--- config.mk ---
export PLATFORM = sky130hd
export DESIGN_NAME = user_logic
export DESIGN_NICKNAME = d
export VERILOG_FILES = /design/src/graph_pkg.sv /design/src/tap_pkg.sv /design/src/input_decoder.sv /design/src/node_id_mapper.sv /design/src/root_counter.sv /design/src/tap_decoder.sv /design/src/tap_encoder.sv /design/src/user_logic.sv
export SDC_FILE = /design/constraint.sdc
export NUM_CORES = 1
export LEC_CHECK = 0
export BUFFER_PORTS_ARGS = -buffer_cell sky130_fd_sc_hd__buf_2
export CAP_MARGIN = 10
export CELL_PAD_IN_SITES_DETAIL_PLACEMENT = 1
export CELL_PAD_IN_SITES_GLOBAL_PLACEMENT = 1
export CORE_ASPECT_RATIO = 1.5
export CORE_MARGIN = 2
export CORE_UTILIZATION = 45
export CTS_CLUSTER_SIZE = 20
export DETAILED_ROUTE_END_ITERATION = 8
export PLACE_DENSITY = 0.69
export SKIP_CTS_REPAIR_TIMING = 1
export SYNTH_ARGS = -nofsm -noshare
export SYNTH_HDL_FRONTEND = slang
export SYNTH_SLANG_ARGS = --single-unit
--- constraint.sdc ---
create_clock -name tck -period 26.4 [get_ports tck]
set_input_delay 1.32 -clock tck [delete_from_list [all_inputs] [get_ports tck]]
set_output_delay 1.32 -clock tck [all_outputs]
set_load 0.02 [all_outputs]
--- src/graph_pkg.sv ---
`default_nettype none

package graph_pkg;

    // Device names are three lower-case letters
    localparam int NAME_CHARS = 3;
    localparam int BIN_BITS = 5;
    localparam int NAME_BITS = NAME_CHARS * BIN_BITS;
    localparam int CHAR_CNT_BITS = $clog2(NAME_CHARS + 1);

    // Name table size and index widths
    localparam int MAX_NODES = 16;
    localparam int NODE_BITS = $clog2(MAX_NODES);
    localparam int COUNT_BITS = $clog2(MAX_NODES + 1);

    // First letter in the high bits
    typedef logic [NAME_BITS-1:0] device_t;
    typedef logic [CHAR_CNT_BITS-1:0] char_cnt_t;
    typedef logic [NODE_BITS-1:0] node_t;
    typedef logic [COUNT_BITS-1:0] count_t;

endpackage

`default_nettype wire

--- src/tap_pkg.sv ---
`default_nettype none

package tap_pkg;

    // One character per DR scan
    localparam int BYTE_BITS = 8;

    // Answer scanned back out on tdo
    localparam int RESULT_BITS = 16;

    typedef logic [BYTE_BITS-1:0] byte_t;
    typedef logic [RESULT_BITS-1:0] result_t;

    // End of transmission closes a graph
    localparam byte_t EOT_CHAR = 8'h04;

endpackage

`default_nettype wire

--- src/input_decoder.sv ---
`default_nettype none

module input_decoder (
    input  logic               tck,
    input  logic               arst_n,
    input  logic               test_logic_reset,
    input  logic               byte_valid,
    input  tap_pkg::byte_t     byte_data,
    output logic               src_valid,
    output logic               edge_valid,
    output logic               decoding_done,
    output graph_pkg::device_t src_name,
    output graph_pkg::device_t dst_name
);

    typedef enum logic [1:0] {
        idle_line,
        in_source,
        after_colon,
        in_dest
    } state_t;

    state_t                         state;
    graph_pkg::device_t             name_q;
    graph_pkg::char_cnt_t           char_cnt;
    tap_pkg::byte_t                 letter_ofs;
    logic [graph_pkg::BIN_BITS-1:0] letter_code;
    logic                           is_letter;
    logic                           is_colon;
    logic                           is_space;
    logic                           is_newline;
    logic                           is_eot;
    logic                           name_full;

    // Character classes
    assign is_letter   = (byte_data >= "a") && (byte_data <= "z");
    assign is_colon    = (byte_data == ":");
    assign is_space    = (byte_data == " ");
    assign is_newline  = (byte_data == "\n");
    assign is_eot      = (byte_data == tap_pkg::EOT_CHAR);
    assign letter_ofs  = byte_data - "a";
    assign letter_code = letter_ofs[graph_pkg::BIN_BITS-1:0];
    assign name_full   = (char_cnt == graph_pkg::char_cnt_t'(graph_pkg::NAME_CHARS));

    // Letters shift in from the bottom, older ones move up
    always_ff @(posedge tck) begin
        if (byte_valid && is_letter) begin
            name_q <= {name_q[graph_pkg::NAME_BITS-graph_pkg::BIN_BITS-1:0], letter_code};
        end
        if (byte_valid && is_colon) begin
            src_name <= name_q;
        end
        if (byte_valid && (is_space || is_newline)) begin
            dst_name <= name_q;
        end
    end

    always_ff @(posedge tck or negedge arst_n) begin
        if (!arst_n) begin
            state         <= idle_line;
            char_cnt      <= '0;
            src_valid     <= 1'b0;
            edge_valid    <= 1'b0;
            decoding_done <= 1'b0;
        end else if (test_logic_reset) begin
            state         <= idle_line;
            char_cnt      <= '0;
            src_valid     <= 1'b0;
            edge_valid    <= 1'b0;
            decoding_done <= 1'b0;
        end else begin
            src_valid     <= 1'b0;
            edge_valid    <= 1'b0;
            decoding_done <= 1'b0;
            if (byte_valid && is_eot) begin
                decoding_done <= 1'b1;
                state         <= idle_line;
                char_cnt      <= '0;
            end else if (byte_valid) begin
                case (state)
                    idle_line: begin
                        if (is_letter) begin
                            char_cnt <= graph_pkg::char_cnt_t'(1);
                            state    <= in_source;
                        end
                    end
                    in_source: begin
                        if (is_letter && !name_full) begin
                            char_cnt <= char_cnt + 1'b1;
                        end else if (is_colon) begin
                            src_valid <= name_full;
                            state     <= after_colon;
                        end else if (is_newline) begin
                            state <= idle_line;
                        end
                    end
                    after_colon: begin
                        if (is_letter) begin
                            char_cnt <= graph_pkg::char_cnt_t'(1);
                            state    <= in_dest;
                        end else if (is_newline) begin
                            state <= idle_line;
                        end
                    end
                    in_dest: begin
                        if (is_letter && !name_full) begin
                            char_cnt <= char_cnt + 1'b1;
                        end else if (is_space || is_newline) begin
                            // Short names are dropped silently
                            edge_valid <= name_full;
                            state      <= is_newline ? idle_line : after_colon;
                        end
                    end
                    default: state <= idle_line;
                endcase
            end
        end
    end

endmodule

`default_nettype wire

--- src/node_id_mapper.sv ---
`default_nettype none

module node_id_mapper (
    input  logic               tck,
    input  logic               arst_n,
    input  logic               test_logic_reset,
    input  logic               src_valid,
    input  logic               edge_valid,
    input  logic               decoding_done,
    input  graph_pkg::device_t src_name,
    input  graph_pkg::device_t dst_name,
    output logic               edge_idx_valid,
    output logic               done_idx,
    output graph_pkg::node_t   dst_idx,
    output graph_pkg::count_t  node_cnt
);

    graph_pkg::device_t names [graph_pkg::MAX_NODES];
    graph_pkg::device_t lookup_name;
    graph_pkg::node_t   hit_idx;
    logic               hit;
    logic               full;
    logic               lookup;

    assign lookup      = src_valid || edge_valid;
    assign lookup_name = edge_valid ? dst_name : src_name;
    assign full        = (node_cnt == graph_pkg::count_t'(graph_pkg::MAX_NODES));

    // Parallel compare against every allocated entry
    always_comb begin
        hit     = 1'b0;
        hit_idx = '0;
        for (int i = 0; i < graph_pkg::MAX_NODES; i++) begin
            if ((graph_pkg::count_t'(i) < node_cnt) && (names[i] == lookup_name)) begin
                hit     = 1'b1;
                hit_idx = graph_pkg::node_t'(i);
            end
        end
    end

    // New names go to the next free slot
    always_ff @(posedge tck) begin
        if (lookup && !hit && !full) begin
            names[node_cnt[graph_pkg::NODE_BITS-1:0]] <= lookup_name;
        end
        if (edge_valid) begin
            dst_idx <= hit ? hit_idx : node_cnt[graph_pkg::NODE_BITS-1:0];
        end
    end

    always_ff @(posedge tck or negedge arst_n) begin
        if (!arst_n) begin
            node_cnt       <= '0;
            edge_idx_valid <= 1'b0;
            done_idx       <= 1'b0;
        end else if (test_logic_reset) begin
            node_cnt       <= '0;
            edge_idx_valid <= 1'b0;
            done_idx       <= 1'b0;
        end else begin
            edge_idx_valid <= edge_valid && (hit || !full);
            done_idx       <= decoding_done;
            // Count stays visible during done_idx, then the table empties
            if (done_idx) begin
                node_cnt <= '0;
            end else if (lookup && !hit && !full) begin
                node_cnt <= node_cnt + 1'b1;
            end
        end
    end

endmodule

`default_nettype wire

--- src/root_counter.sv ---
`default_nettype none

module root_counter (
    input  logic              tck,
    input  logic              arst_n,
    input  logic              test_logic_reset,
    input  logic              edge_idx_valid,
    input  logic              done_idx,
    input  graph_pkg::node_t  dst_idx,
    input  graph_pkg::count_t node_cnt,
    output logic              result_valid,
    output tap_pkg::result_t  result
);

    logic [graph_pkg::MAX_NODES-1:0] has_incoming;
    graph_pkg::count_t               root_cnt;

    // Allocated nodes that no edge points to
    always_comb begin
        root_cnt = '0;
        for (int i = 0; i < graph_pkg::MAX_NODES; i++) begin
            if ((graph_pkg::count_t'(i) < node_cnt) && !has_incoming[i]) begin
                root_cnt = root_cnt + 1'b1;
            end
        end
    end

    always_ff @(posedge tck) begin
        if (done_idx) begin
            result <= tap_pkg::result_t'(root_cnt);
        end
    end

    always_ff @(posedge tck or negedge arst_n) begin
        if (!arst_n) begin
            has_incoming <= '0;
            result_valid <= 1'b0;
        end else if (test_logic_reset) begin
            has_incoming <= '0;
            result_valid <= 1'b0;
        end else begin
            result_valid <= done_idx;
            if (done_idx) begin
                has_incoming <= '0;
            end else if (edge_idx_valid) begin
                has_incoming[dst_idx] <= 1'b1;
            end
        end
    end

endmodule

`default_nettype wire

--- src/tap_decoder.sv ---
`default_nettype none

module tap_decoder (
    input  logic           tck,
    input  logic           arst_n,
    input  logic           tdi,
    input  logic           test_logic_reset,
    input  logic           ir_is_user,
    input  logic           shift_dr,
    input  logic           update_dr,
    output logic           byte_valid,
    output tap_pkg::byte_t byte_data
);

    tap_pkg::byte_t shift_q;

    // LSB first, so the first bit ends up in bit 0 after 8 shifts
    always_ff @(posedge tck) begin
        if (ir_is_user && shift_dr) begin
            shift_q <= {tdi, shift_q[tap_pkg::BYTE_BITS-1:1]};
        end
        if (ir_is_user && update_dr) begin
            byte_data <= shift_q;
        end
    end

    // One strobe per user DR update
    always_ff @(posedge tck or negedge arst_n) begin
        if (!arst_n) begin
            byte_valid <= 1'b0;
        end else if (test_logic_reset) begin
            byte_valid <= 1'b0;
        end else begin
            byte_valid <= ir_is_user && update_dr;
        end
    end

endmodule

`default_nettype wire

--- src/tap_encoder.sv ---
`default_nettype none

module tap_encoder (
    input  logic             tck,
    input  logic             arst_n,
    input  logic             test_logic_reset,
    input  logic             ir_is_user,
    input  logic             capture_dr,
    input  logic             shift_dr,
    input  logic             result_valid,
    input  tap_pkg::result_t result,
    output logic             tdo
);

    tap_pkg::result_t held_q;
    tap_pkg::result_t shift_q;

    // Bit 0 leaves first
    assign tdo = shift_q[0];

    always_ff @(posedge tck or negedge arst_n) begin
        if (!arst_n) begin
            held_q  <= '0;
            shift_q <= '0;
        end else if (test_logic_reset) begin
            held_q  <= '0;
            shift_q <= '0;
        end else begin
            if (result_valid) begin
                held_q <= result;
            end
            if (ir_is_user && capture_dr) begin
                shift_q <= held_q;
            end else if (ir_is_user && shift_dr) begin
                shift_q <= {1'b0, shift_q[tap_pkg::RESULT_BITS-1:1]};
            end
        end
    end

endmodule

`default_nettype wire

--- src/user_logic.sv ---
`default_nettype none

module user_logic (
    input  logic tck,
    input  logic arst_n,
    input  logic tdi,
    input  logic test_logic_reset,
    input  logic run_test_idle,
    input  logic ir_is_user,
    input  logic capture_dr,
    input  logic shift_dr,
    input  logic update_dr,
    output logic tdo
);

    logic               byte_valid;
    tap_pkg::byte_t     byte_data;
    logic               src_valid;
    logic               edge_valid;
    logic               decoding_done;
    graph_pkg::device_t src_name;
    graph_pkg::device_t dst_name;
    logic               edge_idx_valid;
    logic               done_idx;
    graph_pkg::node_t   dst_idx;
    graph_pkg::count_t  node_cnt;
    logic               result_valid;
    tap_pkg::result_t   result;

    // Scan bits to bytes
    tap_decoder tap_decoder_i (
        .tck              (tck),
        .arst_n           (arst_n),
        .tdi              (tdi),
        .test_logic_reset (test_logic_reset),
        .ir_is_user       (ir_is_user),
        .shift_dr         (shift_dr),
        .update_dr        (update_dr),
        .byte_valid       (byte_valid),
        .byte_data        (byte_data)
    );

    // Bytes to named sources and edges
    input_decoder input_decoder_i (
        .tck              (tck),
        .arst_n           (arst_n),
        .test_logic_reset (test_logic_reset),
        .byte_valid       (byte_valid),
        .byte_data        (byte_data),
        .src_valid        (src_valid),
        .edge_valid       (edge_valid),
        .decoding_done    (decoding_done),
        .src_name         (src_name),
        .dst_name         (dst_name)
    );

    node_id_mapper node_id_mapper_i (
        .tck              (tck),
        .arst_n           (arst_n),
        .test_logic_reset (test_logic_reset),
        .src_valid        (src_valid),
        .edge_valid       (edge_valid),
        .decoding_done    (decoding_done),
        .src_name         (src_name),
        .dst_name         (dst_name),
        .edge_idx_valid   (edge_idx_valid),
        .done_idx         (done_idx),
        .dst_idx          (dst_idx),
        .node_cnt         (node_cnt)
    );

    root_counter root_counter_i (
        .tck              (tck),
        .arst_n           (arst_n),
        .test_logic_reset (test_logic_reset),
        .edge_idx_valid   (edge_idx_valid),
        .done_idx         (done_idx),
        .dst_idx          (dst_idx),
        .node_cnt         (node_cnt),
        .result_valid     (result_valid),
        .result           (result)
    );

    // Root count back out on tdo, run_test_idle is not needed here
    tap_encoder tap_encoder_i (
        .tck              (tck),
        .arst_n           (arst_n),
        .test_logic_reset (test_logic_reset),
        .ir_is_user       (ir_is_user),
        .capture_dr       (capture_dr),
        .shift_dr         (shift_dr),
        .result_valid     (result_valid),
        .result           (result),
        .tdo              (tdo)
    );

endmodule

`default_nettype wire

# == After elaboration in Yosys (flattened, before gate mapping) ==
# Memory sizes are Yosys's and may differ from the RTL's.
# Cells that the tools add are included.
# classes
addsub,18
eq_ne,31
reduce_logical,77
n_mux,99
bitwise_logic,1
n_lt_le_gt_ge,20
# ops
cell,n
$eq 15x15->1,16
$mux 16,8
$mux 5,18
$add 5x1->5 const B,15
$logic_and 1x1->1,45
$lt 4x5->1 const A,8
$mux 1,39
$mux 4,9
$mux 2,17
$lt 3x5->1 const A,4
$logic_not 1->1,19
$eq 8x6->1 const B,2
$or 16x16->16,1
$mux 15,1
$mux 3,4
$reduce_bool 3->1,4
$lt 1x5->1 const A,2
$lt 2x5->1 const A,2
$eq 8x3->1 const B,1
$eq 8x4->1 const B,1
$ge 8x7->1 const B,1
$le 8x7->1 const B,1
$ne 4x1->1 const B,2
$ne 4x2->1 const B,2
other kinds (18),24
# word_totals
n_memories,1
mem_bits_rw,240
reg_bits,134
wordCells,267
out_inout_bits,1
inputBits,9
# mem_list
memory,words,word_bits,read_ports,rd_ports_with_merged_regs,write_ports,line_no,source
node_id_mapper_i.names,16,15,16,0,1,node_id_mapper.sv:18,graph_pkg::device_t names [graph_pkg::MAX_NODES];

# == Longest topological paths before layout ==
# depth
depth_word,33
mapped_depth,48
depth_no_buf,47

# == Cells and area by module ==
# A second synthesis with hierarchy kept.
# hier_totals
cells_unflattened,1499
hier_area_um2,19329.8
# by_module_without_submodules
module,cells_each,n_inst,area_each_um2
node_id_mapper,831,1,11995.3
root_counter,418,1,3326.9
input_decoder,121,1,1996.9
tap_encoder,109,1,1483.9
tap_decoder,20,1,526.8

# == Worst setup path after synthesis ==
# OpenSTA, ideal clock, no wires.
# synth_timing
path_type,register to register
startpoint,reg node_id_mapper_i.node_cnt[4]
endpoint,"reg root_counter_i.result[4], data pin"
path_buffers,1
arrival_ps,8751
path_stages_with_launch,47
slack_ps,17389
path_cell_list,dfrtp_1 > buf_6 > or3_4 > nor2_1 > or2_2 > inv_1 > ha_1 > xnor2_1 > ha_1 > nor2_1 > a311oi_1 > a31oi_1 > inv_2 > ha_1 > a211oi_1 > a21oi_1 > ha_1 > nand2_1 > [11 not listed] > a22o_1 > ha_1 > nor3_1 > nor2_1 > ha_1 > nand2_1 > o31ai_1 > ha_1 > mux2_2 > ha_1 > mux2_2 > ha_1 > mux2_2 > ha_1 > nand2_1 > or4_1 > mux2i_1 > xnor2_1
# synth_between
elab_chain_len,33
elab_cells_between_ends,63
# synth_lines
item,line_no,source
start: declaration,node_id_mapper.sv:15,output graph_pkg::count_t node_cnt
start signal: assignment,node_id_mapper.sv:67,node_cnt <= node_cnt + 1'b1;
$lt 1x5->1,root_counter.sv:22,if ((graph_pkg::count_t'(i) < node_cnt) && !has_incoming[i]) begin
$logic_and 1x1->1,root_counter.sv:22,
$mux 1,root_counter.sv:22,
$add 1x1->2,root_counter.sv:23,root_cnt = root_cnt + 1'b1;
$mux 5,root_counter.sv:22,
$add 5x1->5,root_counter.sv:23,
$mux 5,root_counter.sv:22,
$add 5x1->5,root_counter.sv:23,
[18 not listed],n/a,
$mux 5,root_counter.sv:22,
$add 5x1->5,root_counter.sv:23,
$mux 5,root_counter.sv:22,
$add 5x1->5,root_counter.sv:23,
$mux 5,root_counter.sv:22,
$add 5x1->5,root_counter.sv:23,
$mux 5 (*),root_counter.sv:22,
net root_counter_i.root_cnt[4],root_counter.sv:16,graph_pkg::count_t root_cnt;
end signal: assignment,root_counter.sv:30,result <= tap_pkg::result_t'(root_cnt);
end: declaration,root_counter.sv:12,output tap_pkg::result_t result
# The timed path passes the listed nets; every way through them passes the cells marked *.
# A chain may end at the register's enable or synchronous reset.

# == Worst setup path after layout ==
# layout_timing
startpoint,reg node_id_mapper_i.node_cnt[3]
endpoint,"reg root_counter_i.result[4], data pin"
# Same word-level chain as after synthesis.

==> out/metrics.csv <==
stage,metric,value,unit
outcome,status,"finished, final reports clean",
synth,synth_warnings,0,
placement,place_hpwl,26310,um
route,dr.pass1.iters,5,
finish,regArea,0.01036,mm2
route,wire_per_inst,23.80,um
finish,n_antenna_cell,0,
synth,ys_top_cells_by_area,"edfxtp_1 57%, xnor2_1 14%, dfrtp_1 6.5%",
clock_network,clkLatencyLatePin,0.54,ns
route,first_iter_violations,529,
grt,grt_max_degree,43,
route,ant_nets,0,
finish,fin_util,51.06,%
timing,max_freq,98.40,MHz
grt,grt_pass1_wl,62920,um
grt,grt_pass1_vias,10251,
finish,multi_input_area,0.005817,mm2
timing,hold_slack,0.4226,ns
synth,synthCells,1185,
grt,antenna_found_initial,4,
setup_path,cp_num_buf_inv,3,
setup_path,path_delay_family,adder cells,
finish,drive_gt1_share,10.95,%
timing,setup-violations-final,0,
floorplan,fp.coreArea,0.03573,mm2
timing,slew_violations,0,
clock_network,cts.path.max_buffers,3,
floorplan,initial_core_util,45.47,%
synth,yosysSeqAreaShare,63.76,%
power_and_ir_drop,finalPower,0.001081,W
setup_path,cp-end-kind,flip-flop,
timing,skew,0.01762,ns
clock_network,clockRootBuffer,clkbuf_16,
route,routed_wl,41150,um
placement,place_congestion,0.7729,
clock_network,cts_buffers,34,
floorplan,rows,85,
timing,hold_viol,0,
flow_run,maxCapViolations,0,
synth,synth_top_cells_by_count,"310 x edfxtp_1, 252 x xnor2_1, 80 x nor2_1, 58 x nand2_1, 58 x nor4_1",
grt,grt_remaining_overflow,0,
finish,area_delta_synth_final,12.28,%
placement,place_inst,1665,
route,viasPerCell,5.529,
setup_path,start_kind,flip-flop,
floorplan,die_y,236.7,um
synth,synthFlopType,edfxtp_1,
placement,io_buffers,8,
floorplan,dieWidth,159.2,um
timing,finalCritPeriodShare,38.49,%
timing,rsz0062_at_grt,false,
timing,final.min_clock_period,10.16,ns
clock_network,clkTransAtPathRegs,0.06,ns
timing,setup_tns,0,ns
setup_path,slowest_stage,dfrtp_1,
setup_path,critPathRequiredTime,26.68,ns
route,drc_errors,0,
synth,synth_edf_count,310,
timing,maxSlewHeadroom,20.02,%
synth,ys_seq_elements,352,
grt,grt_usage,22.52,%
setup_path,critPathMostFrequentCell,ha_1,
timing,tightest_slew,1.193,ns
setup_path,path_max_fanout,22,
min_path,hp-class,reg -> reg,
synth,synth-async-reset-ratio,11.93,%
setup_path,timing.critical_path.from,node_id_mapper_i.node_cnt[3],
finish,fin_cells,1729,
power_and_ir_drop,powerDensity,59.26,mW/mm2
floorplan,die_area,0.03768,mm2
route,vias,9560,
setup_path,worstReg2RegStart,node_id_mapper_i.node_cnt[3],
synth,synth_top_cell_by_area,edfxtp_1,
finish,fillers,3582,
synth,syn_area_per_cell,13.71,um2
synth,synth_fp_nets,1217,
synth,yosysMostFrequentCell,edfxtp_1,
synth,netlist-cell-type-count,71,
setup_path,arrival,10.45,ns
synth,synth_top_area_share,57.29,%
finish,finish.net_count,1259,
floorplan,ios,10,
clock_network,cts.sinks,352,
setup_path,slowest_delay,0.70,ns
clock_network,tritoncts,built,
setup_path,crit_type,reg -> reg,
min_path,hold_start,tap_decoder_i.shift_q[0],
power_and_ir_drop,leakage,6.009,nW
synth,netlist_area,0.01625,mm2
power_and_ir_drop,vdd_ir_drop_max,0.05488,mV
clock_network,htreeDepth,2,
==> kinds of logic after synthesis <==
group	Yosys count	share of synthesized area, %
flip-flops	352	63.76
AND/OR/NAND/NOR	308	9.810
XOR/XNOR	293	16.53
AO/OA/AOI/OAI	112	4.428
buffers and inverters	66	1.671
multiplexers	31	2.033
adder cells (fa/ha/maj)	23	1.771
==> layout by cell type (no fill, tap or decap), drive strengths merged, types with 5 or more instances in the layout <==
| cell type | n |
|---|---|
| inv | 35 |
| xor2 | 35 |
| nor4 | 58 |
| mux2 | 6 |
| nor3 | 12 |
| clkbuf | 40 |
| nand4 | 25 |
| mux2i | 25 |
| nand2b | 8 |
| buf | 38 |
| or2 | 5 |
| and2 | 7 |
| nor2b | 9 |
| o21ai | 16 |
| nand2 | 58 |
| clkinv | 13 |
| dfrtp | 42 |
| nand3 | 19 |
| a31oi | 11 |
| nor2 | 82 |
| a311oi | 6 |
| edfxtp | 310 |
| ha | 23 |
| xnor2 | 255 |
| a21oi | 38 |
==> flip-flops by register name, summed over array words and instances (netlist names), 8 cells and up <==
register                     cells
node_id_mapper_i.names         240
tap_decoder_i.shift_q            8
root_counter_i.has_incoming     16
tap_decoder_i.byte_data          8
input_decoder_i.src_name        15
input_decoder_i.name_q          15
input_decoder_i.dst_name        15
==> per-layer routing <==
layer	part of all wire, %	up-vias	GRT usage (%)
li1	-	4397	-
met1	37	4876	24.58
met2	54	193	42.86
met3	3.7	90	3.153
met4	4.4	4	10.39
met5	0.080	-	0
==> report_power, final <==
part | internal (W) | switching [W]
sequential | 0.000600 | 0.00000139
clock | 0.000265 | 0.000208
combinational | 0.00000191 | 0.00000522
==> cell type report <==
cell class | count | share of cell area, %
timing repair buffer | 38 | 1.474
clock inverter | 20 | 0.9669
multi-input combinational | 767 | 31.88
inverter | 34 | 0.7064
tap | 478 | 3.278
sequential | 352 | 56.79
clock buffer | 40 | 4.903
==> through the flow <==
step | instance area, um2 | worst slack [ns]
after floorplan | 16250 | 17.39
after global placement | 17140 | 16.37
after detailed placement | 17140 | 16.20
after CTS | 18210 | 16.19
after global routing | 18250 | 15.47
final | 18250 | 16.24
==> path summary, 6_finish.rpt <==
check / to / slack [ns] / cells past startpoint
worst max-delay path: root_counter_i.result[4] / 16.24 / 45
worst min-delay path: tap_decoder_i.byte_data[0] / 0.42 / 0
worst max register to register: root_counter_i.result[4] / 16.24 / 45
worst min register to register: tap_decoder_i.byte_data[0] / 0.42 / 0
max in group asynchronous: input_decoder_i.edge_valid / 24.80 / 1
min in group asynchronous: root_counter_i.has_incoming[1] / 0.94 / 1
No activity file was read; power rests on OpenSTA's default activity.
